[config.mk]
export PLATFORM = sky130hd
export DESIGN_NAME = dom_gf4_top
export DESIGN_NICKNAME = d
export VERILOG_FILES = /design/src/rtl/dom_pkg.sv /design/src/rtl/dom_apb_regs.sv /design/src/rtl/share_splitter.sv /design/src/rtl/dom_mul_gf4.sv /design/src/rtl/share_combiner.sv /design/src/rtl/dom_gf4_top.sv
export VERILOG_INCLUDE_DIRS = /design/src /design/src/rtl
export SDC_FILE = /design/constraint.sdc
export NUM_CORES = 1
export LEC_CHECK = 0
export BUFFER_PORTS_ARGS = -buffer_cell sky130_fd_sc_hd__buf_2
export CAP_MARGIN = 5
export CELL_PAD_IN_SITES_DETAIL_PLACEMENT = 0
export CELL_PAD_IN_SITES_GLOBAL_PLACEMENT = 2
export CORE_MARGIN = 1
export CORE_UTILIZATION = 38
export CTS_CLUSTER_SIZE = 12
export DETAILED_ROUTE_END_ITERATION = 16
export GPL_TIMING_DRIVEN = 0
export PLACE_DENSITY_LB_ADDON = 0.1
export SYNTH_ARGS = -nofsm -noshare
export SYNTH_HDL_FRONTEND = slang
export SYNTH_SLANG_ARGS = --single-unit
[constraint.sdc]
create_clock -name ClkxCI -period 3.9 [get_ports ClkxCI]
set_input_delay 0.585 -clock ClkxCI [delete_from_list [all_inputs] [get_ports ClkxCI]]
set_output_delay 0.585 -clock ClkxCI [all_outputs]
set_load 0.005 [all_outputs]
[src/rtl/dom_params.svh]
`ifndef DOM_PARAMS_SVH
`define DOM_PARAMS_SVH

// Datapath size
`define DOM_LANES       4
`define DOM_SHARES      3

// Randomness source, Galois LFSR
`define DOM_LFSR_W      32
`define DOM_LFSR_SEED   32'hB4E1_7A35

// APB register map, byte offsets
`define DOM_ADDR_W      5
`define DOM_REG_OPA     5'h00
`define DOM_REG_OPB     5'h04
`define DOM_REG_CTRL    5'h08
`define DOM_REG_STATUS  5'h0C
`define DOM_REG_RESULT  5'h10

`endif

[src/rtl/dom_pkg.sv]
`include "dom_params.svh"

package dom_pkg;

    // One share pair per unordered domain pair
    localparam int NumPairs = `DOM_SHARES * (`DOM_SHARES - 1) / 2;

    typedef logic [1:0] gf4_t;
    typedef gf4_t [`DOM_LANES-1:0] opWord_t;
    typedef gf4_t [`DOM_SHARES-1:0] sharedGf4_t;
    typedef gf4_t [NumPairs-1:0] freshRand_t;

    typedef struct packed {
        logic       valid;
        sharedGf4_t x;
        sharedGf4_t y;
        freshRand_t z;
    } laneIn_t;

    typedef struct packed {
        logic       valid;
        sharedGf4_t q;
    } laneOut_t;

    typedef struct packed {
        logic                   psel;
        logic                   penable;
        logic                   pwrite;
        logic [`DOM_ADDR_W-1:0] paddr;
        logic [31:0]            pwdata;
    } apbReq_t;

    typedef struct packed {
        logic [31:0] prdata;
        logic        pready;
        logic        pslverr;
    } apbRsp_t;

    // GF(2^2) product, polynomial basis, x^2+x+1
    function automatic gf4_t gf4Mul(gf4_t a, gf4_t b);
        gf4_t c;
        c[1] = (a[1] & b[1]) ^ (a[1] & b[0]) ^ (a[0] & b[1]);
        c[0] = (a[1] & b[1]) ^ (a[0] & b[0]);
        return c;
    endfunction

    // Index of the randomness slot shared by domains i and j
    function automatic int pairIndex(int i, int j);
        int lo;
        int hi;
        lo = (i < j) ? i : j;
        hi = (i < j) ? j : i;
        return lo * (2 * `DOM_SHARES - lo - 1) / 2 + (hi - lo - 1);
    endfunction

endpackage

[src/rtl/dom_apb_regs.sv]
`timescale 1ns/1ns
`include "dom_params.svh"

module dom_apb_regs (
    input  logic             ClkxCI,
    input  logic             rstN,
    input  dom_pkg::apbReq_t apbReq,
    output dom_pkg::apbRsp_t apbRsp,
    output logic             opStart,
    output dom_pkg::opWord_t opA,
    output dom_pkg::opWord_t opB,
    input  logic             resValid,
    input  dom_pkg::opWord_t result
);
    import dom_pkg::*;

    localparam int OpBits = $bits(opWord_t);

    opWord_t resultReg;
    logic    busy;
    logic    done;

    logic access;
    logic hitOpA;
    logic hitOpB;
    logic hitCtrl;
    logic hitStatus;
    logic hitResult;
    logic mapped;
    logic wrBlocked;
    logic wrReadOnly;
    logic wrEn;

    // Address decode
    assign hitOpA    = (apbReq.paddr == `DOM_REG_OPA);
    assign hitOpB    = (apbReq.paddr == `DOM_REG_OPB);
    assign hitCtrl   = (apbReq.paddr == `DOM_REG_CTRL);
    assign hitStatus = (apbReq.paddr == `DOM_REG_STATUS);
    assign hitResult = (apbReq.paddr == `DOM_REG_RESULT);
    assign mapped    = hitOpA | hitOpB | hitCtrl | hitStatus | hitResult;

    // Access phase of a transfer, never stretched
    assign access = apbReq.psel & apbReq.penable;

    // Writable registers are locked while an operation is running
    assign wrBlocked  = busy & (hitOpA | hitOpB | hitCtrl);
    assign wrReadOnly = hitStatus | hitResult;
    assign wrEn       = access & apbReq.pwrite & ~busy;

    assign opStart = wrEn & hitCtrl & apbReq.pwdata[0];

    assign apbRsp.pready  = 1'b1;
    assign apbRsp.pslverr = access & (~mapped | (apbReq.pwrite & (wrBlocked | wrReadOnly)));

    always_comb begin
        apbRsp.prdata = '0;
        case (apbReq.paddr)
            `DOM_REG_OPA:    apbRsp.prdata = 32'(opA);
            `DOM_REG_OPB:    apbRsp.prdata = 32'(opB);
            `DOM_REG_STATUS: apbRsp.prdata = {30'b0, done, busy};
            `DOM_REG_RESULT: apbRsp.prdata = 32'(resultReg);
            // CTRL start bit is self clearing and reads back as zero
            default:         apbRsp.prdata = '0;
        endcase
    end

    always_ff @(posedge ClkxCI) begin
        if (!rstN) begin
            opA       <= '0;
            opB       <= '0;
            resultReg <= '0;
            busy      <= 1'b0;
            done      <= 1'b0;
        end else begin
            if (wrEn && hitOpA) begin
                opA <= apbReq.pwdata[OpBits-1:0];
            end
            if (wrEn && hitOpB) begin
                opB <= apbReq.pwdata[OpBits-1:0];
            end

            if (opStart) begin
                busy <= 1'b1;
                done <= 1'b0;
            end else if (busy && resValid) begin
                // Product arrives three cycles after start
                busy      <= 1'b0;
                done      <= 1'b1;
                resultReg <= result;
            end
        end
    end

endmodule

[src/rtl/share_splitter.sv]
`timescale 1ns/1ns
`include "dom_params.svh"

module share_splitter (
    input  logic             ClkxCI,
    input  logic             rstN,
    input  logic             opStart,
    input  dom_pkg::opWord_t opA,
    input  dom_pkg::opWord_t opB,
    output dom_pkg::laneIn_t laneIn [`DOM_LANES]
);
    import dom_pkg::*;

    // Per lane random bits hold x masks, y masks and z
    localparam int MaskBits = 2 * (`DOM_SHARES - 1);
    localparam int ZBits    = $bits(freshRand_t);
    localparam int LaneBits = 2 * MaskBits + ZBits;
    localparam int RandBits = `DOM_LANES * LaneBits;

    // x^32 + x^22 + x^2 + x + 1
    localparam logic [`DOM_LFSR_W-1:0] Taps = 32'h8020_0003;

    logic [`DOM_LFSR_W-1:0] lfsrQ;
    logic [`DOM_LFSR_W-1:0] lfsrNext;
    logic [RandBits-1:0]    randBits;

    function automatic sharedGf4_t maskElem(gf4_t e, logic [MaskBits-1:0] r);
        sharedGf4_t s;
        s[0] = e;
        for (int i = 1; i < `DOM_SHARES; i++) begin
            s[i] = r[2*(i-1) +: 2];
            s[0] = s[0] ^ s[i];
        end
        return s;
    endfunction

    // Leap the LFSR by RandBits shifts, one output bit per shift
    always_comb begin
        lfsrNext = lfsrQ;
        for (int k = 0; k < RandBits; k++) begin
            randBits[k] = lfsrNext[0];
            lfsrNext    = lfsrNext[0] ? ((lfsrNext >> 1) ^ Taps) : (lfsrNext >> 1);
        end
    end

    always_ff @(posedge ClkxCI) begin
        if (!rstN) begin
            lfsrQ <= `DOM_LFSR_SEED;
            for (int l = 0; l < `DOM_LANES; l++) begin
                laneIn[l].valid <= 1'b0;
            end
        end else begin
            for (int l = 0; l < `DOM_LANES; l++) begin
                laneIn[l].valid <= opStart;
            end
            if (opStart) begin
                lfsrQ <= lfsrNext;
                // Share payload, each lane gets its own slice of fresh bits
                for (int l = 0; l < `DOM_LANES; l++) begin
                    laneIn[l].x <= maskElem(opA[l], randBits[l*LaneBits +: MaskBits]);
                    laneIn[l].y <= maskElem(opB[l], randBits[l*LaneBits + MaskBits +: MaskBits]);
                    laneIn[l].z <= randBits[l*LaneBits + 2*MaskBits +: ZBits];
                end
            end
        end
    end

endmodule

[src/rtl/dom_mul_gf4.sv]
`timescale 1ns/1ns
`include "dom_params.svh"

module dom_mul_gf4 (
    input  logic              ClkxCI,
    input  logic              rstN,
    input  dom_pkg::laneIn_t  laneIn,
    output dom_pkg::laneOut_t laneOut
);
    import dom_pkg::*;

    // Row i holds the products x[i]*y[j] for every domain j
    sharedGf4_t [`DOM_SHARES-1:0] termD;
    sharedGf4_t [`DOM_SHARES-1:0] termQ;
    sharedGf4_t                   qComp;
    logic                         validQ;

    // Multiplication layer
    always_comb begin
        for (int i = 0; i < `DOM_SHARES; i++) begin
            for (int j = 0; j < `DOM_SHARES; j++) begin
                termD[i][j] = gf4Mul(laneIn.x[i], laneIn.y[j]);
                // Cross-domain terms are remasked before the register
                if (i != j) begin
                    termD[i][j] = termD[i][j] ^ laneIn.z[pairIndex(i, j)];
                end
            end
        end
    end

    // Resharing register, this stage breaks the glitch paths between domains
    always_ff @(posedge ClkxCI) begin
        if (laneIn.valid) begin
            termQ <= termD;
        end
    end

    always_ff @(posedge ClkxCI) begin
        if (!rstN) begin
            validQ <= 1'b0;
        end else begin
            validQ <= laneIn.valid;
        end
    end

    // Integration layer
    always_comb begin
        for (int i = 0; i < `DOM_SHARES; i++) begin
            qComp[i] = '0;
            for (int j = 0; j < `DOM_SHARES; j++) begin
                qComp[i] = qComp[i] ^ termQ[i][j];
            end
        end
    end

    assign laneOut.valid = validQ;
    assign laneOut.q     = qComp;

endmodule

[src/rtl/share_combiner.sv]
`timescale 1ns/1ns
`include "dom_params.svh"

module share_combiner (
    input  logic              ClkxCI,
    input  logic              rstN,
    input  dom_pkg::laneOut_t laneOut [`DOM_LANES],
    output logic              resValid,
    output dom_pkg::opWord_t  result
);
    import dom_pkg::*;

    logic [`DOM_LANES-1:0] laneValid;
    logic                  allValid;

    function automatic gf4_t unmask(sharedGf4_t s);
        gf4_t v;
        v = '0;
        for (int i = 0; i < `DOM_SHARES; i++) begin
            v = v ^ s[i];
        end
        return v;
    endfunction

    // Lanes run in lockstep
    always_comb begin
        for (int l = 0; l < `DOM_LANES; l++) begin
            laneValid[l] = laneOut[l].valid;
        end
    end

    assign allValid = &laneValid;

    always_ff @(posedge ClkxCI) begin
        if (allValid) begin
            for (int l = 0; l < `DOM_LANES; l++) begin
                result[l] <= unmask(laneOut[l].q);
            end
        end
    end

    always_ff @(posedge ClkxCI) begin
        if (!rstN) begin
            resValid <= 1'b0;
        end else begin
            resValid <= allValid;
        end
    end

endmodule

[src/rtl/dom_gf4_top.sv]
`timescale 1ns/1ns
`include "dom_params.svh"

module dom_gf4_top (
    input  logic             ClkxCI,
    input  logic             rstN,
    input  dom_pkg::apbReq_t apbReq,
    output dom_pkg::apbRsp_t apbRsp
);
    import dom_pkg::*;

    logic     opStart;
    opWord_t  opA;
    opWord_t  opB;
    opWord_t  result;
    logic     resValid;
    laneIn_t  laneIn [`DOM_LANES];
    laneOut_t laneOut [`DOM_LANES];

    dom_apb_regs uRegs (
        .ClkxCI   (ClkxCI),
        .rstN     (rstN),
        .apbReq   (apbReq),
        .apbRsp   (apbRsp),
        .opStart  (opStart),
        .opA      (opA),
        .opB      (opB),
        .resValid (resValid),
        .result   (result)
    );

    share_splitter uSplitter (
        .ClkxCI  (ClkxCI),
        .rstN    (rstN),
        .opStart (opStart),
        .opA     (opA),
        .opB     (opB),
        .laneIn  (laneIn)
    );

    // One masked multiplier per element position
    for (genvar l = 0; l < `DOM_LANES; l++) begin : gLane
        dom_mul_gf4 uLane (
            .ClkxCI  (ClkxCI),
            .rstN    (rstN),
            .laneIn  (laneIn[l]),
            .laneOut (laneOut[l])
        );
    end

    share_combiner uCombiner (
        .ClkxCI   (ClkxCI),
        .rstN     (rstN),
        .laneOut  (laneOut),
        .resValid (resValid),
        .result   (result)
    );

endmodule

==> results.txt <==
FP Rows = 67
final setup vio count = 0
Worst EP arrival = 4360 ps
unique cell type count in the Yosys netlist = 47
CP max FO = 3
CTS tree = done
crit-path leading delay family = XOR/XNOR gates
DRC errors left = 0
critical path startpoint = uSplitter.lfsrQ[0]
CP endpoint kind = flip-flop
critical-path cell list = buf_6 -> xor3_2 -> buf_4 -> xnor3_4 -> xnor3_1 -> xor3_2 -> xnor3_2 -> xnor2_4 -> xnor3_2 -> xnor2_4 -> buf_6 -> or3_1 -> nand3_1
layout cells sized above 1 = 0.216
Slew HR = 0.422
R2R setup slack = 10 ps
total gr overflow = 0
DP Wirelength = 23,900 um
initial antenna violation count = 0
leading area contributor after synthesis = edfxtp_1
Worst-Margin Slew = 860 ps
Fin. Hold Viols = 0
design area = 15,700 um2
most frequent cells in the layout = xnor2_1, edfxtp_1, nand2_1
Worst R2R Start = uSplitter.lfsrQ[0]
HP Class = in -> reg
clk slew on worst S/H paths = 60 ps
YS warnings = 0
global-route wire length before repair = 51,500 um
port buffer count = 24
most common cell after layout, fill and taps aside = xnor2_1
Reg2Reg Depth = 13
Internal Dissipation = 4.11 mW
CP endpoint = uSplitter.lfsrQ[1]
Max H-tree Level = 1
Worst-Skew Late Latency = 540 ps
clock period minus worst slack = 3890 ps
Syn Inst Count = 1,120
PwrDens = 351 nW/um2
crit path buf inv count = 3
DIE AREA = 34,900 um2
post-synthesis sequential area ratio = 0.445
Setup Skew = 14.2 ps
Ports = 76
multi-input gate area in the final layout = 7230 um2
Die Wd = 187 um
XOR/XNOR share of the synthesized area = 0.320
die height = 187 um
CP peak stage delay = 510 ps
Initial Utilization = 0.387
unrepaired setup endpoints after global routing = yes
total track usage = 0.194
total CTS buffers = 25
Slew Limit Fails = 0
DR iter-0 viols = 444
Cell Area, Placed = 13,800 um2
Final Cycle Share = 0.997
Worst R2R End = uSplitter.lfsrQ[1]
Async S/R FF share, synth = 0
largest net degree at the start of global routing = 55
Worst VDD drop = 0.000343 V
via count = 8,114
share of the synthesized area in the top cell type = 0.351
routed len/inst = 19.4 um
Adder-Cell Fraction of Synth Area = 0
FILL cells = 3,143
Routed Antenna Nets = 0
status = complete, no violations
CP Depth = 13
Synth Area in Compound Gates = 0.0557
prevailing post-synth register cell = edfxtp_1
CP max-delay cell = xor3_2
Reg area = 5800 um2
switching power share of the total = 0.252
Critical Path RT = 4370 ps
cts-stage hold buffer count = 0
clk buf depth = 3
Detailed Routing Iterations Pass 1 = 5
clock group share of total power = 0.397
mapped cell area = 13,000 um2
number of diodes = 0
number of global-route vias before repair = 8,277
Comb pwr share = 0.159
largest family of logic cells by synthesized area = XOR/XNOR gates
max_cap viols = 0
fmax = 0.257 GHz
WL final = 33,500 um
Area Growth Syn to Fin = 20.5%
Synth Register Bits = 213
CTS Root Cell = clkbuf_16
top cells by area, synth = edfxtp_1, xnor2_1, dfxtp_1, xor2_1, nand2_1
critical path class = reg -> reg
Post-synth EDFFs = 152
P_leak = 5.91 nW
CORE AREA = 33,600 um2
fraction of synthesized area in multiplexers = 0.0465
CTS Sinks = 213
sequential share of power = 0.443
nets@finish = 1,299
vias per inst = 4.71
Simple-Gate Fraction of Synth Area = 0.0856
startpoint class of the critical path = flip-flop
switching power = 1.38 mW
Syn Area/Cell = 11.6 um2
Min Hold Slack = 334 ps
GPL Wtd Cong = 0.820
-- cell usage after synthesis (17+ instances only) --
cell type,instances
xnor2_1,253
mux2i_1,30
a22oi_1,17
edfxtp_1,152
o21ai_0,37
mux2_2,27
nand2b_1,33
xor2_1,76
nand2_1,137
nor2b_1,21
xnor3_1,21
clkbuf_1,62
buf_4,28
dfxtp_1,61
-- area by class of cell --
cell class,count,share of cell area
plain buffers,100,0.0348
clock inverters,12,0.00559
well taps,448,0.0358
repair buffers,89,0.0453
flip-flops and latches,213,0.371
inverters,17,0.00432
multi-input cells,811,0.462
clock buffers,33,0.0419
-- layer usage --
layer / GRT usage / share of wire / up-vias
met2: 0.324 / 0.48 / 136
met4: 0.0590 / 0.026 / 0
met3: 0.0281 / 0.035 / 43
met1: 0.262 / 0.46 / 3960
li1: - / - / 3975
met5: 0 / 0 / -
-- sequential cells by signal (all words and copies together) (netlist names) --
name and flops:
uSplitter.laneIn 73, gLane.uLane.termQ 72, uSplitter.lfsrQ 32, uCombiner.result 8
uRegs.opA 8, uRegs.opB 8, uRegs.resultReg 8, gLane.uLane.validQ 1
uCombiner.resValid 1, uRegs.busy 1, uRegs.done 1
-- power by group through the flow --
| stage | Sequential (mW) | Combinational (mW) | Clock [mW] |
|---|---|---|---|
| finish | 2.44 | 0.876 | 2.18 |
| global route | 2.43 | 0.923 | 2.34 |
| CTS | 2.44 | 0.860 | 2.25 |
| detailed placement | 2.48 | 0.642 | 0 |
| global placement | 2.49 | 0.650 | 0 |
| floorplan | 2.48 | 0.455 | 0 |
-- metrics by stage --
stage | util | power, mW | TNS, ps | cells | setup WS (ps)
floorplan | - | 2.94 | 0 | 1143 | 45.0
global placement | 0.410 | 3.14 | -123990 | 1615 | -1390
detailed placement | 0.411 | 3.13 | -23380 | 1617 | -1310
CTS | 0.461 | 5.55 | -186 | 1715 | -69.7
global route | 0.466 | 5.69 | -392 | 1723 | -111
finish | 0.466 | 5.49 | 0 | 1723 | 11.7
-- worst min-delay path: stages --
cell,delay [ps]
buf_2,100
mux2i_1,60
nor2b_1,90
-- repair_timing --
item                       CTS  global route
resized for setup           72            16
setup buffers               55             8
setup endpoints to repair   49            22
pin swaps                   35            17
-- cells by family (layout without fill, tap and decap cells) --
kind of cell,after synthesis,in the layout
multiplexers,57,57
XOR/XNOR,383,383
AND/OR/NAND/NOR,238,238
AO/OA/AOI/OAI,108,108
flip-flops,213,213
other,2,25
buffers and inverters,119,251
-- worst min path at each step --
stage                        from                    to  slack [ps]  cells after the start
4_1_cts                 apbReq[3]          uRegs.opB[3]         320                      3
5_1_grt                 apbReq[3]          uRegs.opB[3]         340                      3
3_3_place_gp   uSplitter.lfsrQ[0]  uSplitter.laneIn[71]         440                      0
2_1_floorplan  uSplitter.lfsrQ[0]  uSplitter.laneIn[71]         430                      0
6_report                apbReq[3]          uRegs.opB[3]         330                      3
3_5_place_dp   uSplitter.lfsrQ[0]  uSplitter.laneIn[71]         440                      0
Note: power is estimated with default switching activity, not from simulation.
